**config.mk**
```make
export PLATFORM = sky130hd
export DESIGN_NAME = pixel_stepper_flat
export DESIGN_NICKNAME = d
export VERILOG_FILES = /design/src/fractal_pkg.sv /design/src/fractal_if.sv /design/src/pixel_stepper.sv /design/src/flat_wrapper.sv
export SDC_FILE = /design/constraint.sdc
export NUM_CORES = 1
export LEC_CHECK = 0
export ABC_AREA = 1
export BUFFER_PORTS_ARGS = -buffer_cell sky130_fd_sc_hd__clkbuf_2
export CAP_MARGIN = 20
export CORE_MARGIN = 4
export CORE_UTILIZATION = 55
export CTS_BUF_LIST = sky130_fd_sc_hd__clkbuf_16
export DETAILED_ROUTE_END_ITERATION = 16
export PLACE_DENSITY = 0.89
export SKIP_CTS_REPAIR_TIMING = 1
export SYNTH_ARGS = -nofsm -noshare
export SYNTH_HDL_FRONTEND = slang
export SYNTH_SLANG_ARGS = --single-unit
```
**constraint.sdc**
```tcl
create_clock -name out_stream_aclk -period 5.5 [get_ports out_stream_aclk]
set_input_delay 0.55 -clock out_stream_aclk [delete_from_list [all_inputs] [get_ports out_stream_aclk]]
set_output_delay 0.55 -clock out_stream_aclk [all_outputs]
set_load 0.05 [all_outputs]
```
**src/fractal_pkg.sv**
```systemverilog
// Shared widths, register map and fixed-point constants for the pixel generator
// Coordinates are signed 8.24, so the visible plane is limited to about +/-128
`default_nettype none

package fractal_pkg;

    // Fixed point and counts
    localparam int FIX_W     = 32;
    localparam int FRAC_BITS = 24;
    localparam int ITER_W    = 16;

    // Raster
    localparam int FRAME_W = 640;
    localparam int FRAME_H = 480;
    localparam int X_W     = 10;
    localparam int Y_W     = 9;

    // Register file, index from address bits 4:2
    localparam int AXI_ADDR_W = 8;
    localparam int REG_COUNT  = 8;
    localparam int REG_IDX_W  = 3;

    localparam logic [REG_IDX_W-1:0] REG_CTRL     = 3'd0;  // Bit 0 is run
    localparam logic [REG_IDX_W-1:0] REG_START_X  = 3'd1;
    localparam logic [REG_IDX_W-1:0] REG_START_Y  = 3'd2;
    localparam logic [REG_IDX_W-1:0] REG_STEP     = 3'd3;
    localparam logic [REG_IDX_W-1:0] REG_MAX_ITER = 3'd4;

    localparam logic [1:0] RESP_OKAY   = 2'b00;
    localparam logic [1:0] RESP_SLVERR = 2'b10;

    typedef logic signed [FIX_W-1:0] fix_t;
    typedef logic [ITER_W-1:0]       iter_t;

    localparam fix_t ESCAPE_LIMIT = 32'h0400_0000;  // 4.0

    typedef enum logic [2:0] {wr_idle, wr_need_data, wr_need_addr, wr_commit, wr_resp} wr_state_e;
    typedef enum logic [1:0] {rd_idle, rd_fetch, rd_resp} rd_state_e;

endpackage

`default_nettype wire
```
**src/fractal_if.sv**
```systemverilog
// Valid/ready links between the pipeline stages
// Payload and markers must hold while valid is high and ready is low
`timescale 1ns/1ps
`default_nettype none

// Stepper to iterator
interface pixel_job_if;
    import fractal_pkg::*;

    logic valid;
    logic ready;
    fix_t c_re;
    fix_t c_im;
    logic first;  // Raster pixel (0,0)
    logic eol;

    modport source (output valid, c_re, c_im, first, eol, input ready);
    modport sink   (input valid, c_re, c_im, first, eol, output ready);
endinterface


`default_nettype wire

```
**src/pixel_stepper.sv**
```systemverilog
// Walks the plane in raster order, one job per pixel while run is set
// Start values are taken only at line and frame reloads; step is used live
`timescale 1ns/1ps
`default_nettype none

module pixel_stepper (
    input  wire                out_stream_aclk,
    input  wire                axi_resetn,
    input  wire                run_i,
    input  fractal_pkg::fix_t  start_x_i,
    input  fractal_pkg::fix_t  start_y_i,
    input  fractal_pkg::fix_t  step_i,
    pixel_job_if.source        job
);
    import fractal_pkg::*;

    logic [X_W-1:0] x;
    logic [Y_W-1:0] y;
    fix_t           c_re;
    fix_t           c_im;
    logic           last_x;
    logic           last_y;

    assign last_x = (x == X_W'(FRAME_W - 1));
    assign last_y = (y == Y_W'(FRAME_H - 1));

    always_ff @(posedge out_stream_aclk) begin
        if (!axi_resetn || !run_i) begin  // Parked at (0,0)
            x    <= '0;
            y    <= '0;
            c_re <= start_x_i;
            c_im <= start_y_i;
        end else if (job.valid && job.ready) begin
            if (last_x) begin
                x    <= '0;
                c_re <= start_x_i;
                if (last_y) begin
                    y    <= '0;
                    c_im <= start_y_i;
                end else begin
                    y    <= y + 1'b1;
                    c_im <= c_im - step_i;  // Imaginary axis runs downward
                end
            end else begin
                x    <= x + 1'b1;
                c_re <= c_re + step_i;
            end
        end
    end

    assign job.valid = run_i;
    assign job.c_re  = c_re;
    assign job.c_im  = c_im;
    assign job.first = (x == '0) && (y == '0);
    assign job.eol   = last_x;

    a_job_stable: assert property (@(posedge out_stream_aclk) disable iff (!axi_resetn)
        job.valid && !job.ready |=> !run_i
            || ($stable(job.c_re) && $stable(job.c_im) && $stable(job.first) && $stable(job.eol)));

endmodule

`default_nettype wire

```
**src/flat_wrapper.sv**
```systemverilog
// flat-port wrapper written by rule: the top's interface ports become plain ports
module pixel_stepper_flat import fractal_pkg::*;
  (out_stream_aclk, axi_resetn, run_i, start_x_i, start_y_i, step_i, job_valid, job_c_re, job_c_im, job_first, job_eol, job_ready);
  pixel_job_if job_i ();
  input  wire out_stream_aclk;
  input  wire axi_resetn;
  input  wire run_i;
  input  fractal_pkg::fix_t start_x_i;
  input  fractal_pkg::fix_t start_y_i;
  input  fractal_pkg::fix_t step_i;
  output wire logic [$bits(job_i.valid)-1:0] job_valid;
  output wire logic [$bits(job_i.c_re)-1:0] job_c_re;
  output wire logic [$bits(job_i.c_im)-1:0] job_c_im;
  output wire logic [$bits(job_i.first)-1:0] job_first;
  output wire logic [$bits(job_i.eol)-1:0] job_eol;
  input wire logic [$bits(job_i.ready)-1:0] job_ready;
  assign job_valid = job_i.valid;
  assign job_c_re = job_i.c_re;
  assign job_c_im = job_i.c_im;
  assign job_first = job_i.first;
  assign job_eol = job_i.eol;
  assign job_i.ready = job_ready;
  pixel_stepper u_core (.out_stream_aclk(out_stream_aclk), .axi_resetn(axi_resetn), .run_i(run_i), .start_x_i(start_x_i), .start_y_i(start_y_i), .step_i(step_i), .job(job_i));
endmodule
```
==> flow_summary.yaml <==
die:
  fp-row-count: 45
  core_region_area_um2: 15400
  starting_density_pct: 56.8
  die_height_um: 134
  die_w_um: 134
  dieArea_um2: 17900
  ioPinCount: 167
finish:
  design.final.nets: 1771
  fill_cells: 1431
  antenna-diode-count: 0
  flow.area_growth_from_synthesis_pct: 15.0
  mostFrequentLayoutCell: "nand2_1"
  multiInputGateArea_um2: 4990
  final_util_pct: 65.3
  mostFrequentLayoutCells: "518 x nand2_1, 354 x inv_1, 166 x clkbuf_2"
  final_layout_size_suffix_gt1_share_pct: 12.1
  register_area_um2: 2300
cts:
  cts_root_buffer: "clkbuf_16"
  numCtsBuffers: 9
  htree_num_levels: 3
  clk_transition_reported_paths_ps: 70
  tritoncts_num_sinks: 83
  insertion_delay_ps: 350
  max-clock-path-buffers: 2
  tritoncts: "yes"
logic_synthesis:
  synth-edff-count: 64
  async_flop_share_pct: 0
  post_synth_main_area_contributors: "nand2_1 22%, edfxtp_1 22%, inv_1 15%, ha_1 9.5%, nand3_1 5.7%"
  yosysSeqAreaShare_pct: 26.4
  synth_top_area_share_pct: 22.3
  ys_dominant_reg_cell: "edfxtp_1"
  synth_nets: 1605
  postSynthAreaPerCell_um2: 6.07
  synth_seq_cells: 83
  netlist_area_um2: 8720
  synth.largest_area_cell: "nand2_1"
  yosys_warnings: 0
  syn_inst: 1437
  post_synth_num_cell_types: 36
worst_setup_path:
  worstPathRequired_ps: 5610
  setup.worst_path.end_class: "flop"
  critical_path.max_fanout: 4
  arrival_ps: 2430
  ws_path_type: "flop to flop"
  worst_setup_path_start_kind: "flop"
sta:
  finalCriticalPeriod_ps: 2320
  max_slew_margin_pct: 48.9
  finalCritPeriodShare_pct: 42.2
  setup_slack_ps: 3180
  finalSetupViolations: 0
  worstMarginPinSlew_ps: 766
  max_clock_freq_ghz: 0.431
  fin_setup_tns_ps: 0
  timing.final.max_slew_violations: 0
  rsz0062_at_grt: "false"
  hold_viol: 0
  finalClockSkew_ps: 7.50
detailed_routing:
  initialDrtViolationCount: 954
  route.final.wire_length_um: 26500
  post_drt_via_cell_ratio: 5.11
  post_drt_wl_per_cell_um: 14.6
  drt_drc_violations_left: 0
  detailedRoute.firstPassIterationCount: 5
  ant_nets: 0
  via_total_after_detailed_routing: 9287
placement:
  place_worst_setup_slack_ps: 2950
  place.detailed.hpwl_um: 21800
  placer_s_final_routability_congestion_estimate: 0.986
  placement.io_buffers: 166
outcome:
  status: "complete, no violations"
hold_path:
  worst_min_delay_path_category: "flop to flop"
grt:
  first_global_vias: 8829
  grt_max_degree: 51
  grt_overflow_total: 0
  grt_util_all_layers_pct: 29.4
  antenna_found_initial: 0
  grt_first_pass_wirelength_um: 42300
power:
  leakage_nw: 5.98
  ir_drop_v: 0.000136
  power_per_cell_area_nw_per_um2: 273
run:
  max_cap_violations: 0
[cell usage after synthesis (13+ instances only)]
cell type,number
a21oi_1,54
dfxtp_1,19
edfxtp_1,64
ha_1,66
inv_1,350
nand2_1,518
nand3_1,99
nor2_1,98
nor3_1,13
o21ai_0,30
or2_0,20
xnor2_1,14
xor2_1,18
[worst max-delay path: stages (launching register included)]
cell and delay, ps:
edfxtp_1 420, ha_1 260, fa_1 450, nand3_1 110, nand3_1 140, nand3_1 110
nand3_1 150, nand2_1 120, nand2_1 60, nand2_1 60, nand3_1 80, nand2_1 80
inv_1 40
[layer usage]
metal	track usage [%]	wire length [um]
met1	39.4	11600
met2	49.4	11800
met3	3.49	2220
met4	10.1	835
met5	0	0
[final timing paths]
| check | start | to | slack [ps] | cells after the start |
|---|---|---|---|---|
| hold / removal | u_core.y[4]$_SDFFE_PP0P_ | u_core.y[4]$_SDFFE_PP0P_ | 470 | 2 |
| setup / recovery | u_core.job.c_re[0]$_DFFE_PP_ | u_core.job.c_re[28]$_DFFE_PP_ | 3180 | 12 |
| setup reg to reg | u_core.job.c_re[0]$_DFFE_PP_ | u_core.job.c_re[28]$_DFFE_PP_ | 3180 | 12 |
| hold reg to reg | u_core.y[4]$_SDFFE_PP0P_ | u_core.y[4]$_SDFFE_PP0P_ | 470 | 2 |
[power by group]
| group | switching, mW | internal [mW] | leakage (nW) | total, mW |
|---|---|---|---|---|
| Combinational | 0.913 | 0.401 | 5.02 | 1.31 |
| Clock | 0.264 | 0.354 | 0.161 | 0.618 |
| Sequential | 0.0523 | 0.758 | 0.803 | 0.811 |
| Total | 1.23 | 1.51 | 5.98 | 2.74 |
[through the flow]
| step | hold slack (ps) | power [mW] | area, um^2 | instances |
|---|---|---|---|---|
| 3_3_place_gp | 465 | 2.09 | 9740 | 1803 |
| 2_1_floorplan | 449 | 1.78 | 8720 | 1437 |
| 4_1_cts | 472 | 2.73 | 10000 | 1819 |
| 6_report | 473 | 2.74 | 10000 | 1819 |
| 3_5_place_dp | 467 | 2.11 | 9740 | 1803 |
| 5_1_grt | 497 | 2.92 | 10000 | 1819 |
[kinds of logic (layout without fill, tap and decap cells)]
| group | Yosys count | count (layout) | synth area share [%] |
|---|---|---|---|
| adders and majority gates | 68 | 68 | 9.92 |
| muxes | 11 | 11 | 1.26 |
| and+or+nand+nor | 779 | 779 | 36.9 |
| AOI/OAI and AO/OA | 97 | 97 | 5.88 |
| DFF | 83 | 83 | 26.4 |
| buffers and inverters | 367 | 538 | 16.4 |
| xor gates and xnor gates | 32 | 32 | 3.21 |
[area by class of cell]
cell class	instances	area share, %
clock inverter	5	0.187
inverter	353	13.2
multi-input combinational	987	49.8
sequential	83	22.9
clock buffer	11	2.74
timing repair buffer	169	8.51
tap	211	2.63
[registers in the layout, indices dropped and copies added, names as in the netlist]
signal / flops
u_core.job.c_im: 32
u_core.job.c_re: 32
u_core.x: 10
u_core.y: 9
No activity file was read; power rests on OpenSTA's default activity.
