==> config.mk <==
export PLATFORM = sky130hd
export DESIGN_NAME = stream_packer_flat
export DESIGN_NICKNAME = d
export VERILOG_FILES = /design/src/fractal_pkg.sv /design/src/fractal_if.sv /design/src/stream_packer.sv /design/src/flat_wrapper.sv
export SDC_FILE = /design/constraint.sdc
export NUM_CORES = 1
export LEC_CHECK = 0
export BUFFER_PORTS_ARGS = -buffer_cell sky130_fd_sc_hd__clkbuf_2
export CELL_PAD_IN_SITES_DETAIL_PLACEMENT = 1
export CELL_PAD_IN_SITES_GLOBAL_PLACEMENT = 1
export CORE_ASPECT_RATIO = 1.4
export CORE_MARGIN = 2
export CORE_UTILIZATION = 31
export CTS_BUF_LIST = sky130_fd_sc_hd__clkbuf_4
export CTS_CLUSTER_SIZE = 12
export DETAILED_ROUTE_END_ITERATION = 7
export PLACE_DENSITY = 0.88
export SETUP_SLACK_MARGIN = 0.02
export SYNTH_ARGS = -nofsm -noshare
export SYNTH_HDL_FRONTEND = slang
export SYNTH_SLANG_ARGS = --single-unit
==> constraint.sdc <==
create_clock -name out_stream_aclk -period 1.35 [get_ports out_stream_aclk]
set_input_delay 0.27 -clock out_stream_aclk [delete_from_list [all_inputs] [get_ports out_stream_aclk]]
set_output_delay 0.27 -clock out_stream_aclk [all_outputs]
set_load 0.02 [all_outputs]
==> src/fractal_pkg.sv <==
// Shared widths, register map and fixed-point constants for the pixel generator
// Coordinates are signed 8.24, so the visible plane is limited to about +/-128
`default_nettype none

package fractal_pkg;

    // Fixed point and counts
    localparam int FIX_W     = 32;
    localparam int FRAC_BITS = 24;
    localparam int ITER_W    = 16;

    // Raster
    localparam int FRAME_W = 640;
    localparam int FRAME_H = 480;
    localparam int X_W     = 10;
    localparam int Y_W     = 9;

    // Register file, index from address bits 4:2
    localparam int AXI_ADDR_W = 8;
    localparam int REG_COUNT  = 8;
    localparam int REG_IDX_W  = 3;

    localparam logic [REG_IDX_W-1:0] REG_CTRL     = 3'd0;  // Bit 0 is run
    localparam logic [REG_IDX_W-1:0] REG_START_X  = 3'd1;
    localparam logic [REG_IDX_W-1:0] REG_START_Y  = 3'd2;
    localparam logic [REG_IDX_W-1:0] REG_STEP     = 3'd3;
    localparam logic [REG_IDX_W-1:0] REG_MAX_ITER = 3'd4;

    localparam logic [1:0] RESP_OKAY   = 2'b00;
    localparam logic [1:0] RESP_SLVERR = 2'b10;

    typedef logic signed [FIX_W-1:0] fix_t;
    typedef logic [ITER_W-1:0]       iter_t;

    localparam fix_t ESCAPE_LIMIT = 32'h0400_0000;  // 4.0

    typedef enum logic [2:0] {wr_idle, wr_need_data, wr_need_addr, wr_commit, wr_resp} wr_state_e;
    typedef enum logic [1:0] {rd_idle, rd_fetch, rd_resp} rd_state_e;

endpackage

`default_nettype wire
==> src/fractal_if.sv <==
// Valid/ready links between the pipeline stages
// Payload and markers must hold while valid is high and ready is low
`timescale 1ns/1ps
`default_nettype none


// Iterator to packer
interface pixel_result_if;
    import fractal_pkg::*;

    logic  valid;
    logic  ready;
    iter_t count;
    logic  first;
    logic  eol;

    modport source (output valid, count, first, eol, input ready);
    modport sink   (input valid, count, first, eol, output ready);
endinterface

`default_nettype wire

==> src/stream_packer.sv <==
// Colour mapping and the single AXI-Stream output register
// tdata is {0, red, green, blue}; red and green are count[7:0], blue is count[15:8]
`timescale 1ns/1ps
`default_nettype none

module stream_packer (
    input  wire          out_stream_aclk,
    input  wire          axi_resetn,
    pixel_result_if.sink result,
    output logic [31:0]  out_stream_tdata_o,
    output logic [3:0]   out_stream_tkeep_o,
    output logic         out_stream_tlast_o,
    output logic         out_stream_tuser_o,
    output logic         out_stream_tvalid_o,
    input  wire          out_stream_tready_i
);

    // Take a new result when empty or when the held beat leaves this cycle
    assign result.ready = !out_stream_tvalid_o || out_stream_tready_i;

    always_ff @(posedge out_stream_aclk) begin
        if (!axi_resetn) begin
            out_stream_tvalid_o <= 1'b0;
        end else if (result.valid && result.ready) begin
            out_stream_tvalid_o <= 1'b1;
        end else if (out_stream_tready_i) begin
            out_stream_tvalid_o <= 1'b0;
        end
    end

    always_ff @(posedge out_stream_aclk) begin
        if (result.valid && result.ready) begin
            out_stream_tdata_o <= {8'h00, result.count[7:0], result.count[7:0],
                                   result.count[15:8]};
            out_stream_tuser_o <= result.first;
            out_stream_tlast_o <= result.eol;
        end
    end

    assign out_stream_tkeep_o = 4'hf;

    a_beat_hold: assert property (@(posedge out_stream_aclk) disable iff (!axi_resetn)
        out_stream_tvalid_o && !out_stream_tready_i |=> out_stream_tvalid_o
            && $stable(out_stream_tdata_o));

endmodule

`default_nettype wire

==> src/flat_wrapper.sv <==
// flat-port wrapper written by rule: the top's interface ports become plain ports
module stream_packer_flat 
  (out_stream_aclk, axi_resetn, out_stream_tdata_o, out_stream_tkeep_o, out_stream_tlast_o, out_stream_tuser_o, out_stream_tvalid_o, out_stream_tready_i, result_valid, result_count, result_first, result_eol, result_ready);
  pixel_result_if result_i ();
  input  wire out_stream_aclk;
  input  wire axi_resetn;
  output logic [31:0] out_stream_tdata_o;
  output logic [3:0] out_stream_tkeep_o;
  output logic out_stream_tlast_o;
  output logic out_stream_tuser_o;
  output logic out_stream_tvalid_o;
  input  wire out_stream_tready_i;
  input wire logic [$bits(result_i.valid)-1:0] result_valid;
  input wire logic [$bits(result_i.count)-1:0] result_count;
  input wire logic [$bits(result_i.first)-1:0] result_first;
  input wire logic [$bits(result_i.eol)-1:0] result_eol;
  output wire logic [$bits(result_i.ready)-1:0] result_ready;
  assign result_i.valid = result_valid;
  assign result_i.count = result_count;
  assign result_i.first = result_first;
  assign result_i.eol = result_eol;
  assign result_ready = result_i.ready;
  stream_packer u_core (.out_stream_aclk(out_stream_aclk), .axi_resetn(axi_resetn), .result(result_i), .out_stream_tdata_o(out_stream_tdata_o), .out_stream_tkeep_o(out_stream_tkeep_o), .out_stream_tlast_o(out_stream_tlast_o), .out_stream_tuser_o(out_stream_tuser_o), .out_stream_tvalid_o(out_stream_tvalid_o), .out_stream_tready_i(out_stream_tready_i));
endmodule
==> flow_summary.ini, run 1 <==
[run_status]
status = finished clean

[synthesis]
yosysMostFrequentCell = buf_4
synth_top_cell_by_area = edfxtp_1
ys_seq_elements = 19
synth_cells = 45
ys_seq_area_frac = 0.742
yosys_warnings = 0
avgSynthCellArea_um2 = 16.8
yosys_most_used_dff = edfxtp_1
async_flop_share = 0
synth_top_cells_by_area = edfxtp_1 (72%), buf_4 (20%), dfxtp_1 (2.6%)
yosysTopAreaCellShare = 0.715
syn_area_um2 = 756
synth_edf_count = 18
synthTopCellsByCount = buf_4 (20), edfxtp_1 (18), conb_1 (2)
ys_types = 8

[layout]
drive_gt1_frac = 0.636
fin_cells = 111
syn_to_final_growth_pct = 25.3
fin_util = 0.401
nNetsFinal = 111
diodes = 0
fin_area_um2 = 947

[route]
finalWirelength_um = 1300
drtAntennaViolNets = 0
first_pass_iters = 2
drtIter0Drc = 1
post_drt_wl_per_cell_um = 11.7
avgViaCountPerCell = 3.95
vias = 438
route.detailed.drc = 0

[sta]
rsz0062_at_grt = no
fin_crit_ns = 1.16
fin_crit_sh = 0.857
fin_tns_setup_ns = 0
fmax_ghz = 0.864
setup_viol = 0
slew_viol_final = 0
skew_ns = 0.00257
hold_viol_final = 0
setup_slack_ns = 0.193

[global_routing]
grt_first_pass_wirelength_um = 1920
grt_usage = 0.0904
grt_pass1_vias = 405
grt_max_degree = 19
gr-total-overflow = 0
antenna_found_initial = 0

[cts]
hold_buffers = 0
h-tree-depth = 1
clock_latency_ns = 0.28
path_clk_slew_ns = 0.10
cts_buffers = 3
post_cts_buffers = 0
cts_resized = 0
clock_path_buffers = 2
cts.root.buffer_cell = clkbuf_4
cts_tree = done
clock_sinks = 19

[floorplanning]
die-area_um2 = 2850
start_util = 0.320
fp.dieW_um = 45.7
rows = 21
core-area_um2 = 2360
die_y_um = 62.4
num_io_pins = 62

[power_and_ir_drop]
p_leak_nw = 0.464
ir_drop_mv = 0.557
powerDensity_nw_per_um2 = 1240

[setup_path]
crit_required_ns = 1.08
critPathMaxFanout = 3
crit_arrival_ns = 0.89
criticalPathCategory = reg2out
startpoint_type = flop
crit_family = flip-flops
end_kind = primary output
cp_slowest_stage_delay_ns = 0.38
crit_chain = nand2b_4 -> clkbuf_2
worst-path-buf-inv = 1
cp_slowest_cell = dfxtp_1

[hold_path]
hp-class = in2reg

[place]
pre_cts_ws_ns = 0.254
place_inst = 107
place.port_buffers = 49
placedInstanceArea_um2 = 917
gp_congestion = 0.604

[run]
drv_cap = 0
==> report_power, final <==
| group | internal [mW] | total [mW] | switching [mW] |
|---|---|---|---|
| combinational | 0.0578 | 0.188 | 0.130 |
| sequential | 0.685 | 0.699 | 0.0133 |
| clock | 0.135 | 0.290 | 0.156 |
| total | 0.878 | 1.18 | 0.299 |
==> sequential cells by signal, indices dropped and copies added, names as in the netlist <==
signal                      cells
u_core.out_stream_tlast_o       1
u_core.out_stream_tdata_o      16
u_core.out_stream_tvalid_o      1
u_core.out_stream_tuser_o       1
==> path summary, 6_finish.rpt <==
check                                                from                                 endpoint  slack [ns]  cells after the start
hold reg to reg   u_core.out_stream_tvalid_o$_SDFFE_PN0P_  u_core.out_stream_tvalid_o$_SDFFE_PN0P_        0.51                      2
setup / recovery  u_core.out_stream_tvalid_o$_SDFFE_PN0P_                             result_ready        0.19                      2
hold / removal                            result_count[0]  u_core.out_stream_tdata_o[16]$_DFFE_PP_        0.16                      1
setup reg to reg  u_core.out_stream_tvalid_o$_SDFFE_PN0P_      u_core.out_stream_tuser_o$_DFFE_PP_        0.32                      2
==> cells by family after synthesis <==
kind of cell | count (synthesis) | synth area share
compound gates | 1 | 0.0149
buf+inv | 21 | 0.204
simple gates | 2 | 0.0298
flops | 19 | 0.742
other cells | 2 | 0.00994
==> layout by cell type, fill, tap and decap left out, drive strengths merged <==
cell type / instances
nand2b: 1
clkbuf: 53
dfxtp: 1
a21boi: 1
edfxtp: 18
inv: 1
and2: 1
conb: 12
==> metrics by stage <==
step / total power, mW / hold slack (ns)
2_1_floorplan: 0.868 / 0.369
3_3_place_gp: 0.895 / 0.446
3_5_place_dp: 0.903 / 0.449
4_1_cts: 1.19 / 0.150
5_1_grt: 1.23 / 0.139
6_report: 1.18 / 0.156
==> area by class of cell <==
cell class | count | area, um2
Tap cell | 23 | 28.8
Multi-Input combinational cell | 15 | 78.8
Inverter | 1 | 3.75
Clock buffer | 4 | 30.0
Timing Repair Buffer | 49 | 245
Sequential cell | 19 | 561
Fill cell | 268 | 1420
==> routing by layer <==
metal | wire length, um | global-route usage
met1 | 447 | 0.0944
met2 | 765 | 0.171
met3 | 91 | 0.0202
met4 | 0 | 0.0214
met5 | 0 | 0
Note: power is estimated with default switching activity, not from simulation.
==> inputs of run 2 (changes only) <==
- CORE_UTILIZATION: 31 -> 29
- PLACE_DENSITY: 0.88 -> 0.83
- clock period: 1.35 -> 1.1 ns (I/O delays scaled with it)
==> run 2 against run 1 <==
  * The run now ends with negative setup slack left
  * Wire length grew 6.9%
  * Final cell count increased by 12%
  * Clock-buffer cell count unchanged
  * Critical path type unchanged
  * Critical endpoint is now out_stream_tdata_o[21]
  * Highest routed layer is now met4
==> flow_summary.ini, run 2 (synthesized netlist as in run 1, its figures left out) <==
[layout]
fillers = 263
nNetsFinal = 113
drive_gt1_frac = 0.656
regMostFlops = u_core.out_stream_tdata_o
fin_cells = 124
final_cell_mix = clkbuf_2 (21), edfxtp_1 (18), buf_6 (14), conb_1 (12), buf_2 (7)
diodes = 0
largest_register_ffs = 16
syn_to_final_growth_pct = 45.9
layout_commonest_cell = clkbuf_2
fin_util = 0.451

[global_routing]
grt_max_degree = 19
antenna_found_initial = 0
grt_first_pass_wirelength_um = 1950
grt_pass1_vias = 457
gr-total-overflow = 0
grt_usage = 0.0945

[sta]
rsz0062_at_grt = yes
setup_slack_ns = -0.00983
skew_ns = 0.00814
hold_viol_final = 0
setup_viol = 6
fin_crit_sh = 1.01
fmax_ghz = 0.901
slew_viol_final = 0
fin_crit_ns = 1.11

[cts]
cts.root.buffer_cell = clkbuf_4
cts_tree = done
clock_path_buffers = 2
clock_sinks = 19
clock_latency_ns = 0.30
cts_buffers = 3
hold_buffers = 0
path_clk_slew_ns = 0.11
h-tree-depth = 1

[place]
dp_hpwl_um = 1100
place.port_buffers = 49
gp_congestion = 0.680
place_inst = 118

[setup_path]
worst_r2r_path_depth = 2
crit_chain = buf_6
worst_r2r_endpoint = u_core.out_stream_tlast_o$_DFFE_PP_
startpoint_type = flop
crit_end = out_stream_tdata_o[21]
criticalPathCategory = reg2out
worst-path-buf-inv = 1
cp_slowest_cell = edfxtp_1
cp_num_cells = 1
crit_required_ns = 0.88
cp_slowest_stage_delay_ns = 0.44
crit_family = flip-flops
end_kind = primary output
r2r_start = u_core.out_stream_tvalid_o$_SDFFE_PN0P_
critPathMaxFanout = 2
crit_arrival_ns = 0.89
rrSetupSlack_ns = 0.07
crit_start = u_core.out_stream_tdata_o[21]$_DFFE_PP_

[power_and_ir_drop]
finalPower_mw = 1.53
p_leak_nw = 0.510
powerDensity_nw_per_um2 = 1380
ir_drop_mv = 0.588

[floorplanning]
rows = 21
start_util = 0.309
die_y_um = 64.4
num_io_pins = 62
fp.dieW_um = 47.1
core-area_um2 = 2440
die-area_um2 = 3040

[route]
post_drt_wl_per_cell_um = 11.2
finalWirelength_um = 1390
drtAntennaViolNets = 0
vias = 465
drtIter0Drc = 5
first_pass_iters = 3
avgViaCountPerCell = 3.75
route.detailed.drc = 0

[run_status]
status = complete, but fails checks
violations = negative setup slack

[hold_path]
hp-class = in2reg

[run]
drv_cap = 0
## run 2: cell count changes in the layout (fill, tap and decap cells not counted), sizes merged
cell / change
clkbuf: -26
buf: +28
## run 2: metrics by stage
step / instance area [um2] / hold WS [ns] / setup TNS [ns] / setup slack, ns
floorplan: 795 / 0.319 / 0 / 0.0555
global placement: 932 / 0.397 / 0 / 0.0822
detailed placement: 932 / 0.399 / 0 / 0.0495
CTS: 1000 / 0.0803 / -0.0600 / -0.00869
global route: 1100 / 0.0699 / -0.612 / -0.0465
finish: 1100 / 0.0885 / -0.0575 / -0.00983
## run 2: report_power, final
part | switching [mW] | total [mW] | internal (mW)
combinational | 0.161 | 0.284 | 0.123
sequential | 0.0222 | 0.864 | 0.842
clock | 0.212 | 0.378 | 0.166
total | 0.396 | 1.53 | 1.13
## run 2: final cells by class
cell class | instances | area (um2) | area share
sequential | 19 | 562 | 0.510
clock buffer | 4 | 30.0 | 0.0272
multi-input combinational | 15 | 78.8 | 0.0715
timing repair buffer | 51 | 385 | 0.350
tap | 34 | 42.5 | 0.0386
inverter | 1 | 3.75 | 0.00341
## run 2: what timing repair did
| item | 4_1_cts | 5_1_grt |
|---|---|---|
| pin swaps | 0 | 0 |
| cloned | 0 | 0 |
| setup buffers | 1 | 1 |
| hold endpoints to repair | 0 | 0 |
| resized for setup | 8 | 56 |
| setup endpoints to repair | 19 | 28 |
## run 2: how the worst min path moves through the flow
stage | from | to | slack, ns | depth (start not counted)
6_report | result_count[6] | u_core.out_stream_tdata_o[22]$_DFFE_PP_ | 0.09 | 1
5_1_grt | result_eol | u_core.out_stream_tlast_o$_DFFE_PP_ | 0.07 | 1
3_5_place_dp | result_count[11] | u_core.out_stream_tdata_o[3]$_DFFE_PP_ | 0.40 | 1
4_1_cts | result_count[9] | u_core.out_stream_tdata_o[1]$_DFFE_PP_ | 0.08 | 1
2_1_floorplan | result_count[8] | u_core.out_stream_tdata_o[0]$_DFFE_PP_ | 0.32 | 0
3_3_place_gp | result_count[11] | u_core.out_stream_tdata_o[3]$_DFFE_PP_ | 0.40 | 1
## run 2: routing by layer
metal	vias to the layer above	global-route usage	routed length, um
li1	211	-	-
met1	206	0.0747	425
met2	44	0.163	736
met3	4	0.0508	202
met4	0	0.0625	29
met5	-	0	0
