===== config.mk =====
export PLATFORM = sky130hd
export DESIGN_NAME = axi_lite_regs
export DESIGN_NICKNAME = d
export VERILOG_FILES = /design/src/fractal_pkg.sv /design/src/axi_lite_regs.sv
export SDC_FILE = /design/constraint.sdc
export NUM_CORES = 1
export LEC_CHECK = 0
export CORE_ASPECT_RATIO = 1.25
export CORE_UTILIZATION = 32
export CTS_CLUSTER_DIAMETER = 80
export DETAILED_ROUTE_END_ITERATION = 10
export DONT_BUFFER_PORTS = 1
export SLEW_MARGIN = 20
export SYNTH_ARGS = -nofsm -noshare
export SYNTH_HDL_FRONTEND = slang
export SYNTH_SLANG_ARGS = --single-unit

===== constraint.sdc =====
create_clock -name out_stream_aclk -period 5.7 [get_ports out_stream_aclk]
set_input_delay 0.285 -clock out_stream_aclk [delete_from_list [all_inputs] [get_ports out_stream_aclk]]
set_output_delay 0.285 -clock out_stream_aclk [all_outputs]
set_load 0.01 [all_outputs]

===== src/fractal_pkg.sv =====
// Shared widths, register map and fixed-point constants for the pixel generator
// Coordinates are signed 8.24, so the visible plane is limited to about +/-128
`default_nettype none

package fractal_pkg;

    // Fixed point and counts
    localparam int FIX_W     = 32;
    localparam int FRAC_BITS = 24;
    localparam int ITER_W    = 16;

    // Raster
    localparam int FRAME_W = 640;
    localparam int FRAME_H = 480;
    localparam int X_W     = 10;
    localparam int Y_W     = 9;

    // Register file, index from address bits 4:2
    localparam int AXI_ADDR_W = 8;
    localparam int REG_COUNT  = 8;
    localparam int REG_IDX_W  = 3;

    localparam logic [REG_IDX_W-1:0] REG_CTRL     = 3'd0;  // Bit 0 is run
    localparam logic [REG_IDX_W-1:0] REG_START_X  = 3'd1;
    localparam logic [REG_IDX_W-1:0] REG_START_Y  = 3'd2;
    localparam logic [REG_IDX_W-1:0] REG_STEP     = 3'd3;
    localparam logic [REG_IDX_W-1:0] REG_MAX_ITER = 3'd4;

    localparam logic [1:0] RESP_OKAY   = 2'b00;
    localparam logic [1:0] RESP_SLVERR = 2'b10;

    typedef logic signed [FIX_W-1:0] fix_t;
    typedef logic [ITER_W-1:0]       iter_t;

    localparam fix_t ESCAPE_LIMIT = 32'h0400_0000;  // 4.0

    typedef enum logic [2:0] {wr_idle, wr_need_data, wr_need_addr, wr_commit, wr_resp} wr_state_e;
    typedef enum logic [1:0] {rd_idle, rd_fetch, rd_resp} rd_state_e;

endpackage

`default_nettype wire

===== src/axi_lite_regs.sv =====
// AXI-Lite slave with eight 32-bit registers, no wstrb, no burst
// Any address bit above bit 4 set gives SLVERR; such writes are dropped, reads give zero
`timescale 1ns/1ps
`default_nettype none

module axi_lite_regs (
    input  wire                                   out_stream_aclk,
    input  wire                                   axi_resetn,
    input  wire [fractal_pkg::AXI_ADDR_W-1:0]     s_axi_lite_awaddr_i,
    input  wire                                   s_axi_lite_awvalid_i,
    output logic                                  s_axi_lite_awready_o,
    input  wire [31:0]                            s_axi_lite_wdata_i,
    input  wire                                   s_axi_lite_wvalid_i,
    output logic                                  s_axi_lite_wready_o,
    output logic [1:0]                            s_axi_lite_bresp_o,
    output logic                                  s_axi_lite_bvalid_o,
    input  wire                                   s_axi_lite_bready_i,
    input  wire [fractal_pkg::AXI_ADDR_W-1:0]     s_axi_lite_araddr_i,
    input  wire                                   s_axi_lite_arvalid_i,
    output logic                                  s_axi_lite_arready_o,
    output logic [31:0]                           s_axi_lite_rdata_o,
    output logic [1:0]                            s_axi_lite_rresp_o,
    output logic                                  s_axi_lite_rvalid_o,
    input  wire                                   s_axi_lite_rready_i,
    output logic                                  run_o,
    output fractal_pkg::fix_t                     start_x_o,
    output fractal_pkg::fix_t                     start_y_o,
    output fractal_pkg::fix_t                     step_o,
    output fractal_pkg::iter_t                    max_iter_o
);
    import fractal_pkg::*;

    logic [31:0]          regs [REG_COUNT];
    wr_state_e            wr_state;
    rd_state_e            rd_state;
    logic [REG_IDX_W-1:0] wr_idx;
    logic [REG_IDX_W-1:0] rd_idx;
    logic [31:0]          wr_data;
    logic                 wr_err;
    logic                 rd_err;
    logic [31:0]          rd_data;

    ////////////////////////////////////////////////////////////////////////////
    // Write side

    always_ff @(posedge out_stream_aclk) begin
        if (!axi_resetn) begin
            wr_state <= wr_idle;
            wr_err   <= 1'b0;
            for (int i = 0; i < REG_COUNT; i++) begin
                regs[i] <= '0;
            end
        end else begin
            if (s_axi_lite_awvalid_i && s_axi_lite_awready_o) begin
                wr_idx <= s_axi_lite_awaddr_i[2 +: REG_IDX_W];
                wr_err <= |s_axi_lite_awaddr_i[AXI_ADDR_W-1:5];
            end
            if (s_axi_lite_wvalid_i && s_axi_lite_wready_o) begin
                wr_data <= s_axi_lite_wdata_i;
            end
            case (wr_state)
                wr_idle: begin
                    case ({s_axi_lite_awvalid_i, s_axi_lite_wvalid_i})
                        2'b11:   wr_state <= wr_commit;
                        2'b10:   wr_state <= wr_need_data;
                        2'b01:   wr_state <= wr_need_addr;
                        default: wr_state <= wr_idle;
                    endcase
                end
                wr_need_data: if (s_axi_lite_wvalid_i) wr_state <= wr_commit;
                wr_need_addr: if (s_axi_lite_awvalid_i) wr_state <= wr_commit;
                wr_commit: begin
                    if (!wr_err) begin
                        regs[wr_idx] <= wr_data;
                    end
                    wr_state <= wr_resp;
                end
                wr_resp: if (s_axi_lite_bready_i) wr_state <= wr_idle;
                default: wr_state <= wr_idle;
            endcase
        end
    end

    assign s_axi_lite_awready_o = (wr_state == wr_idle) || (wr_state == wr_need_addr);
    assign s_axi_lite_wready_o  = (wr_state == wr_idle) || (wr_state == wr_need_data);
    assign s_axi_lite_bvalid_o  = (wr_state == wr_resp);
    assign s_axi_lite_bresp_o   = wr_err ? RESP_SLVERR : RESP_OKAY;

    ////////////////////////////////////////////////////////////////////////////
    // Read side, one fetch cycle before rvalid

    always_ff @(posedge out_stream_aclk) begin
        if (!axi_resetn) begin
            rd_state <= rd_idle;
            rd_err   <= 1'b0;
        end else begin
            case (rd_state)
                rd_idle: begin
                    if (s_axi_lite_arvalid_i) begin
                        rd_idx   <= s_axi_lite_araddr_i[2 +: REG_IDX_W];
                        rd_err   <= |s_axi_lite_araddr_i[AXI_ADDR_W-1:5];
                        rd_state <= rd_fetch;
                    end
                end
                rd_fetch: begin
                    rd_data  <= rd_err ? '0 : regs[rd_idx];
                    rd_state <= rd_resp;
                end
                rd_resp: if (s_axi_lite_rready_i) rd_state <= rd_idle;
                default: rd_state <= rd_idle;
            endcase
        end
    end

    assign s_axi_lite_arready_o = (rd_state == rd_idle);
    assign s_axi_lite_rvalid_o  = (rd_state == rd_resp);
    assign s_axi_lite_rdata_o   = rd_data;
    assign s_axi_lite_rresp_o   = rd_err ? RESP_SLVERR : RESP_OKAY;

    // Register map to the pipeline
    assign run_o      = regs[REG_CTRL][0];
    assign start_x_o  = fix_t'(regs[REG_START_X]);
    assign start_y_o  = fix_t'(regs[REG_START_Y]);
    assign step_o     = fix_t'(regs[REG_STEP]);
    assign max_iter_o = regs[REG_MAX_ITER][ITER_W-1:0];

    // A response stays up and unchanged until the master takes it
    a_b_hold: assert property (@(posedge out_stream_aclk) disable iff (!axi_resetn)
        s_axi_lite_bvalid_o && !s_axi_lite_bready_i |=> s_axi_lite_bvalid_o
            && $stable(s_axi_lite_bresp_o));
    a_r_hold: assert property (@(posedge out_stream_aclk) disable iff (!axi_resetn)
        s_axi_lite_rvalid_o && !s_axi_lite_rready_i |=> s_axi_lite_rvalid_o
            && $stable(s_axi_lite_rdata_o) && $stable(s_axi_lite_rresp_o));
    a_legal_state: assert property (@(posedge out_stream_aclk) disable iff (!axi_resetn)
        wr_state inside {wr_idle, wr_need_data, wr_need_addr, wr_commit, wr_resp}
            && rd_state inside {rd_idle, rd_fetch, rd_resp});

endmodule

`default_nettype wire


==> results of run 1 <==
flip-flops by register name (all words and copies together), names as in the netlist:
signal and cells:
wr_idx 3, wr_data 32, rd_state 2, wr_state 3, wr_err 1, rd_idx 3, s_axi_lite_rdata_o 32, rd_err 1
regs 256
cells in the mapped netlist:
cell / number / area share (%)
mux4_2: 64 / 10
a311oi_1: 1 / 0.061
nand2_1: 1 / 0.026
inv_1: 1 / 0.026
conb_1: 1 / 0.026
buf_2: 9 / 0.31
buf_4: 21 / 1.1
dfxtp_1: 7 / 0.97
edfxtp_1: 326 / 68
buf_1: 5 / 0.13
nor3_1: 2 / 0.070
mux2i_1: 32 / 2.2
nor4b_4: 2 / 0.33
nand4b_4: 1 / 0.17
inv_4: 1 / 0.043
nand2b_1: 17 / 0.74
and3_1: 2 / 0.087
nor2_1: 40 / 1.0
nor2b_1: 1 / 0.043
buf_6: 24 / 1.9
or2b_1: 1 / 0.052
clkbuf_1: 10 / 0.26
nor3b_1: 2 / 0.10
a211oi_1: 1 / 0.052
nor4_4: 6 / 0.89
a21oi_1: 5 / 0.17
nand3b_1: 1 / 0.052
and2_1: 256 / 11
metal layers:
metal  part of all wire (%)  vias to the layer above
met5                  0.069                        -
met4                    2.4                        4
met3                    6.9                       58
met2                     52                      215
met1                     39                     3682
li1                       -                     3153
power by group:
| group | internal, mW | switching, mW | total [mW] |
|---|---|---|---|
| sequential | 2.78 | 0.0966 | 2.88 |
| combinational | 0.104 | 0.141 | 0.245 |
| clock | 1.30 | 0.953 | 2.25 |
| total | 4.18 | 1.19 | 5.37 |
placed cells by master (no fill, tap or decap), types with 2 or more instances in the layout:
cell and count:
mux4_2 64, clkbuf_1 5, diode_2 2, nor2_1 38
a21oi_1 5, clkinv_1 8, inv_6 4, clkbuf_16 37
nand2b_2 8, nor4b_4 2, conb_1 2, and3_1 2
dfxtp_1 6, dlygate4sd3_1 44, nand2b_1 9, and2_1 256
edfxtp_1 326, nor3_1 2, mux2i_1 32, clkinv_2 6
bufinv_16 2, buf_4 23, nor4_4 6, nor3b_1 2
nor2_4 2
repair_timing:
action / CTS / global route
gates resized for setup: 0 / 0
hold buffers: 44 / 0
hold endpoints to repair: 44 / 0
final timing paths:
check,startpoint,endpoint,slack (ps),cells past startpoint
min,s_axi_lite_awaddr_i[7],wr_err,30,2
max reg2reg,wr_state[0],regs[0][3],2670,5
min reg2reg,wr_state[1],wr_state[2],600,2
max,wr_state[0],regs[0][3],2670,5
cells by family after synthesis:
kind of cell | share of synthesized area, %
DFF | 68.98
buffers and inverters | 3.746
other | 0.02605
muxes | 12.24
AOI/OAI and AO/OA | 0.2868
and+or+nand+nor | 14.72
area by class of cell:
cell class	instances	area, um^2
Clock buffer	43	958.4
Multi-Input combinational cell	437	3965
Timing Repair Buffer	67	613.1
Clock inverter	21	163.9
Antenna cell	2	5.005
Inverter	2	10.01
Fill cell	4062	27860
Sequential cell	333	9931
Tap cell	572	715.7
per-stage QoR:
stage | util, % | power (mW)
after floorplan | - | 3.061
after global placement | 33.45 | 3.156
after detailed placement | 33.45 | 3.164
after CTS | 36.99 | 5.453
after global routing | 36.99 | 5.564
final | 37.00 | 5.374
==> reports/qor.yml, run 1 <==
clockBufferDepth: 3
ys_warn_count: 0
crit_type: "flip-flop to flip-flop"
fin_skew_ps: 12.35
maxCapViolCount: 0
place_hpwl_um: 22000
die_w_um: 191.7
worst_pin_slew_ps: 1054
placementRows: 86
setup_ws_ps: 2675
ios: 209
drtIter0Drc: 404
die_area_um2: 45840
io_buffers: 0
status: "complete, no violations"
grt_usage_pct: 16.58
die_h_um: 239.1
clock-sinks: 333
yosysUniqueCellTypes: 28
period_needed_ps: 3025
start_kind: "flip-flop"
cpMostUsedCell: "buf_4"
ys_seq_elements: 333
final_area_um2: 16360
max_stage_delay_ps: 570
slew_headroom_pct: 29.73
grt_pass1_wl_um: 53510
setup_violations: 0
p_per_area_nw_per_um2: 328.5
slowest_stage: "nand2b_2"
grt_pass1_vias: 7526
period_share_pct: 53.07
hold_violations: 0
vdd_drop_max_v: 0.0002545
leakagePower_nw: 5.813
place_area_um2: 14790
cp_data_arrival_time_ps: 3200
core_area_um2: 44220
wl_um: 37640
avgSynthCellArea_um2: 17.14
htreeDepth: 2
grt_max_degree: 65
cts.clk_slew.worst_paths_ps: 60
holdWs_ps: 31.48
overflow: 0
timing.critical_path.required_ps: 5880
rsz0062_at_grt: "no"
wl_per_cell_um: 25.48
cts_setup_buffers: 0
route.detailed.drc: 0
place_ws_ps: 2553
cp_top_family: "simple AND/OR/NAND/NOR gates"
grtUsageMet2_pct: 28.87
num-nets-final: 932
cts_tree: "built"
slew_violations: 0
vias: 7112
syn_to_final_growth_pct: 13.66
synth.yosys.seq_area_share_pct: 68.98
path_cells: "nand4b_4 -> nor4b_4 -> buf_4 -> nand2b_2 -> buf_4"
worstSkewPairLatency_ps: 530
grt_use_met1_pct: 20.05
vias_per_cell: 4.815
clockRootBuffer: "clkbuf_16"
crit_fanout: 35
drive_gt1_share_pct: 17.61
cts_made_buffers: 36
antenna_found_initial: 3
holdCritPathClass: "primary input to flip-flop"
gp_congestion: 0.7209
path_buf_inv: 2
use_met3_pct: 3.949
finalSetupTns_ps: 0
top_usage_layer: "met2"
drtAntennaViolNets: 0
layoutNonFillerInstCount: 1477
end_kind: "flip-flop"
syn_area_um2: 14400
netlist_instances: 840
start_util_pct: 32.55
dp_cells: 1367
max_freq_mhz: 330.6
drt_first_pass_iters: 4
Note: power is estimated with default switching activity, not from simulation.
==> inputs of run 2 (changes only) <==
--- a/config.mk
+++ b/config.mk
@@ -5,6 +5,7 @@
 export SDC_FILE = /design/constraint.sdc
 export NUM_CORES = 1
 export LEC_CHECK = 0
+export ABC_AREA = 1
 export CORE_ASPECT_RATIO = 1.25
 export CORE_UTILIZATION = 32
 export CTS_CLUSTER_DIAMETER = 80
==> constraint.sdc (replaced) <==
create_clock -name out_stream_aclk -period 2.6 [get_ports out_stream_aclk]
set_input_delay 0.13 -clock out_stream_aclk [delete_from_list [all_inputs] [get_ports out_stream_aclk]]
set_output_delay 0.13 -clock out_stream_aclk [all_outputs]
set_load 0.01 [all_outputs]
==> run 2 against run 1 <==
  * Clock-buffer cell count stayed put
  * Combinational power grew to 4.6 times the previous value
  * Via count increased by 40%
  * Critical path type is now primary input to flip-flop
==> reports/qor.yml, run 2 <==
status: "complete, no violations"
cts_made_buffers: 38  # +5.6%
reg2reg_from: "wr_state[0]"
htreeDepth: 2  # unchanged
vias: 9923  # +40%
drt_first_pass_iters: 9  # +5
r2r_cells: 7  # +2
vdd_drop_max_v: 0.0006471  # +150%
met1_length_um: 16330  # +11%
syn_to_final_growth_pct: 15.98
crit_fanout: 1  # -97%
ys_warn_count: 0  # unchanged
cpMostUsedCell: "dlygate4sd3_1"
yosysTopAreaCellShare_pct: 67.62  # -0.38 points
end_kind: "flip-flop"
grt_usage_pct: 17.92  # +1.3 points
cts_setup_buffers: 0  # unchanged
leakagePower_nw: 6.828  # +17%
clockRootBuffer: "clkbuf_16"
synthFlopType: "edfxtp_1"
synth.yosys.seq_area_share_pct: 68.59  # -0.39 points
cts.clk_slew.worst_paths_ps: 60  # about the same
core_area_um2: 44330  # +0.24%
path_cells: "dlygate4sd3_1 -> nor3_1 -> dlygate4sd3_1 -> nor2_1 -> dlygate4sd3_1 -> a21oi_1 -> dlygate4sd3_1 -> nor2_1"
ios: 209  # unchanged
vias_per_cell: 4.862  # +0.97%
worstSkewPairLatency_ps: 550  # +20 ps
max_freq_mhz: 426.0
route.detailed.drc: 0  # unchanged
maxCapViolCount: 0  # unchanged
gp_congestion: 0.7390  # +2.5%
max_stage_delay_ps: 570  # about the same
final_area_um2: 16790  # +2.6%
die_area_um2: 46100  # +0.56%
antenna_found_initial: 1  # -2
grt_max_degree: 69  # +6.2%
period_share_pct: 90.29
slew_headroom_pct: 44.08  # +14 points
fill_cells: 4277  # +5.3%
overflow: 0  # unchanged
io_buffers: 0  # unchanged
met3_length_um: 3415  # +31%
period_needed_ps: 2348
drtAntennaViolNets: 0  # unchanged
hold_start: "axi_resetn"
largest_reg_flops: 256  # unchanged
yosysUniqueCellTypes: 25  # -11%
worst_pin_slew_ps: 837.7  # -216.4 ps
netlist_instances: 1409  # +68%
setup_violations: 0  # unchanged
slew_violations: 0  # unchanged
start_util_pct: 32.65  # +0.10 points
start_kind: "primary input"
drive_gt1_share_pct: 7.834  # -9.8 points
crit_type: "primary input to flip-flop"
rsz0062_at_grt: "no"
holdWs_ps: 37.24  # +5.762 ps
num-nets-final: 1497  # +61%
cp_data_arrival_time_ps: 2760  # -440 ps
synthArstFlopShare_pct: 0  # unchanged
layout_common_cells: "nor2_1, edfxtp_1, nand2_1, inv_1, o21ai_0"
place_hpwl_um: 24450  # +11%
die_w_um: 192.2  # +0.28%
placementRows: 86  # unchanged
clockBufferDepth: 3  # unchanged
syn_area_um2: 14480  # +0.56%
largest_register: "regs"
place_area_um2: 15050  # +1.7%
cts_tree: "built"
r2r_setup_slack_ps: 270  # -2400 ps
timing.critical_path.required_ps: 3010  # -2870 ps
p_per_area_nw_per_um2: 762.4  # +130%
slowest_stage: "dlygate4sd3_1"
yosys-top-cells-count: "nor2_1, edfxtp_1, nand2_1"
synthTopCellsByArea: "edfxtp_1, nor2_1, nand2_1, inv_1, o21ai_0"
hold_violations: 0  # unchanged
grt_pass1_wl_um: 60360  # +13%
fin_skew_ps: 20.87  # +8.516 ps
whs_endpoint: "regs[2][29]"
wl_met2_um: 20360  # +5.0%
avgSynthCellArea_um2: 10.27  # -40%
die_h_um: 239.8  # +0.28%
rr_endpoint: "wr_err"
final_common_cell: "nor2_1"
hold_depth: 2  # unchanged
drtIter0Drc: 812  # +100%
finalSetupTns_ps: 0  # unchanged
clock-sinks: 333  # unchanged
holdCritPathClass: "primary input to flip-flop"
ys_seq_elements: 333  # unchanged
highest_layer: "met4"
grt_pass1_vias: 9865  # +31%
yosysMostFrequentCell: "nor2_1"
wl_um: 41180  # +9.4%
wl_per_cell_um: 20.18  # -21%
yosysTopAreaCell: "edfxtp_1"
synth_edf_count: 326  # unchanged
-- run 2: cell count changes in the layout (fill, tap and decap cells not counted), sizes merged, moves of 6 or more --
cell / change
nor4: -6
dlygate4sd3: +10
mux4: -64
buf: +11
and2: -256
nor2: +399
nand3: +71
nand2b: -17
o21ai: +96
nand2: +251
mux2i: -32
inv: +107
-- run 2: routing by layer --
metal | vias up | GRT usage (%)
met5 | - | 0
met4 | 0 | 6.108
met3 | 66 | 4.996
met2 | 368 | 30.13
met1 | 4844 | 21.89
li1 | 4645 | -
-- run 2: metrics by stage --
step	std cells	utilization, %	setup slack, ps	power (mW)
CTS	2040	37.86	151.6	12.92
floorplan	1410	-	362.9	7.178
global route	2041	37.87	126.1	13.26
finish	2041	37.87	252.5	12.80
detailed placement	1920	33.95	574.3	7.583
global placement	1920	33.95	632.4	7.546
-- run 2: cell families (layout without fill, tap and decap cells) --
family,count (synthesis),after routing,synth area share [%]
flip-flops,333,333,68.59
other,1,3,0.02590
buffers and inverters,206,264,6.750
AND/OR/NAND/NOR,768,768,21.12
AO/OA/AOI/OAI,101,101,3.509
-- run 2: repair_timing --
action	in CTS	in global routing
resized for setup	0	1
endpoints found under the hold margin	107	0
setup endpoints to repair	0	1
hold buffers	54	0
-- run 2: worst max path at each step --
stage	startpoint	to	cells past startpoint
2_1_floorplan	wr_state[1]	regs[0][0]	7
3_3_place_gp	wr_state[1]	regs[5][20]	7
3_5_place_dp	wr_state[1]	regs[5][14]	7
4_1_cts	wr_state[0]	wr_err	7
5_1_grt	wr_state[0]	wr_err	7
6_report	s_axi_lite_awaddr_i[7]	wr_err	8
-- run 2: layout make-up --
type | instances | area (um^2) | share of cell area, %
diodes | 1 | 2.502 | 0.01490
multi-input cells | 871 | 3611 | 21.51
well taps | 572 | 715.7 | 4.263
clock buffers | 43 | 991.0 | 5.902
inverters | 110 | 415.4 | 2.474
flip-flops and latches | 333 | 9930 | 59.14
repair buffers | 88 | 920.9 | 5.485
clock inverters | 23 | 203.9 | 1.215
-- run 2: worst max-delay path, delay by kind of cell --
family / cells / cell delay (ps)
buf+inv: 4 / 2250
simple gates: 3 / 230
compound gates: 1 / 150
-- run 2: report_power, final --
part	switching, mW	internal, mW
Combinational	0.803	0.328
Sequential	0.210	6.22
Clock	2.19	3.05
==> inputs of run 3 (changes only) <==
--- a/config.mk
+++ b/config.mk
@@ -6,11 +6,14 @@
 export NUM_CORES = 1
 export LEC_CHECK = 0
 export ABC_AREA = 1
+export CELL_PAD_IN_SITES_DETAIL_PLACEMENT = 0
+export CELL_PAD_IN_SITES_GLOBAL_PLACEMENT = 1
 export CORE_ASPECT_RATIO = 1.25
 export CORE_UTILIZATION = 32
 export CTS_CLUSTER_DIAMETER = 80
 export DETAILED_ROUTE_END_ITERATION = 10
 export DONT_BUFFER_PORTS = 1
+export PLACE_DENSITY_LB_ADDON = 0.1
 export SLEW_MARGIN = 20
 export SYNTH_ARGS = -nofsm -noshare
 export SYNTH_HDL_FRONTEND = slang
==> run 3 against run 2 <==
  * Cell count up 0.15%
  * Non-clock buffer count unchanged
  * Sequential power about the same
  * Largest cell class unchanged
  * Critical path type is now flip-flop to flip-flop
  * Cell area about the same
==> reports/qor.yml, run 3 (synthesis gave the netlist of run 2 again) <==
clock-sinks: 333  # unchanged
final_common_cell: "nor2_1"
largest_reg_flops: 256  # unchanged
worst_pin_slew_ps: 733.8  # -103.8 ps
grt_pass1_wl_um: 64720  # +7.2%
start_kind: "flip-flop"
whs_endpoint: "regs[0][5]"
htreeDepth: 2  # unchanged
io_buffers: 0  # unchanged
vias_per_cell: 4.749  # -2.3%
start_util_pct: 32.65  # unchanged
maxCapViolCount: 0  # unchanged
antenna_found_initial: 0  # -1
die_area_um2: 46100  # unchanged
timing.critical_path.required_ps: 3090  # +80 ps
route.detailed.drc: 0  # unchanged
die_w_um: 192.2  # unchanged
grt_max_degree: 81  # +17%
fin_skew_ps: 21.89  # +1.019 ps
drtIter0Drc: 436  # -46%
cts_tree: "built"
drt_first_pass_iters: 4  # -5
grtUsageMet2_pct: 34.06  # +3.9 points
place_area_um2: 15060  # about the same
overflow: 0  # unchanged
num-nets-final: 1498  # +0.067%
drive_gt1_share_pct: 7.880  # +0.047 points
layout_common_cells: "nor2_1, edfxtp_1, nand2_1, inv_1, o21ai_0"
top_usage_layer: "met2"
cts_setup_buffers: 0  # unchanged
finalSetupTns_ps: 0  # unchanged
crit_type: "flip-flop to flip-flop"
cts.clk_slew.worst_paths_ps: 60  # about the same
wl_per_cell_um: 21.60  # +7.1%
drtAntennaViolNets: 0  # unchanged
vdd_drop_max_v: 0.0006380  # -1.4%
final_area_um2: 16780  # about the same
syn_to_final_growth_pct: 15.95  # about the same
period_share_pct: 92.47  # +2.2 points
vias: 9707  # -2.2%
place_ws_ps: 576.3  # +2.029 ps
setup_ws_ps: 195.8  # -56.68 ps
ios: 209  # unchanged
holdCritPathClass: "primary input to flip-flop"
holdBufCountCts: 53  # -1.9%
worstSkewPairLatency_ps: 570  # +20 ps
max_freq_mhz: 415.9  # -2.4%
gp_congestion: 0.7158  # -3.1%
place_hpwl_um: 25100  # +2.7%
wl_um: 44150  # +7.2%
hold_depth: 1  # -1
rr_endpoint: "wr_err"
largest_register: "regs"
reg2reg_from: "wr_state[0]"
placementRows: 86  # unchanged
setup_violations: 0  # unchanged
r2r_setup_slack_ps: 200  # -70 ps
grt_pass1_vias: 9996  # +1.3%
hold_start: "axi_resetn"
die_h_um: 239.8  # unchanged
status: "complete, no violations"
clockRootBuffer: "clkbuf_16"
hold_violations: 0  # unchanged
finalPower_mw: 12.81  # about the same
antenna_cells: 0  # -1
period_needed_ps: 2404  # +56.68 ps
clockBufferDepth: 3  # unchanged
leakagePower_nw: 6.835  # +0.11%
r2r_cells: 7  # unchanged
slew_violations: 0  # unchanged
slew_headroom_pct: 50.78  # +6.7 points
cts_made_buffers: 39  # +2.6%
grt_usage_pct: 19.50  # +1.6 points
cts_resized: 0  # unchanged
crit_fanout: 6  # +5
use_met3_pct: 4.234  # -0.76 points
rsz0062_at_grt: "no"
cp_data_arrival_time_ps: 2890  # +130 ps
end_kind: "flip-flop"
core_area_um2: 44330  # unchanged
grt_use_met1_pct: 23.66  # +1.8 points
p_per_area_nw_per_um2: 763.2  # +0.11%
==> run 3: metal layers <==
layer | part of all wire [%] | wire length, um
met5 | 0 | 0
met3 | 6.1 | 2683
met4 | 2.4 | 1056
met1 | 42 | 18330
met2 | 50 | 22080
==> run 3: final cells by class <==
type                       count  area [um^2]
tap                          572        715.7
timing repair buffer          88        918.4
multi-input combinational    871         3608
clock buffer                  45         1020
inverter                     110        415.4
sequential                   333         9930
fill                        4420        27550
clock inverter                25        177.7
==> run 3: worst max-delay path, stage by stage, from the launching register on <==
cell and delay, ps:
dfxtp_1 360, nor2_1 400, nand2_1 220, nor2_1 130, dlygate4sd3_1 540, a21oi_1 40, dlygate4sd3_1 550, nor2_1 80
==> run 3: worst max path at each step <==
stage / startpoint / slack (ps) / end / depth (start not counted)
after floorplan: wr_state[1] / 360 / regs[0][0] / 7
after global placement: wr_state[1] / 600 / regs[5][20] / 7
after detailed placement: wr_state[1] / 580 / regs[5][25] / 7
after CTS: wr_state[0] / 210 / wr_err / 7
after global routing: wr_state[0] / 30 / wr_err / 7
final: wr_state[0] / 200 / wr_err / 7
==> run 3: power breakdown <==
| group | switching, mW | internal, mW | leakage (nW) | total [mW] |
|---|---|---|---|---|
| clock network | 2.23 | 3.01 | 0.589 | 5.23 |
| registers | 0.205 | 6.22 | 3.35 | 6.43 |
| logic | 0.830 | 0.322 | 2.90 | 1.15 |
==> run 3: per-stage QoR <==
stage          hold WS (ps)  util [%]  std cells
5_1_grt               31.93     37.86       2044
2_1_floorplan         228.9         -       1410
4_1_cts               14.07     37.86       2044
3_3_place_gp          228.9     33.96       1921
6_report              41.33     37.86       2044
3_5_place_dp          228.9     33.96       1921
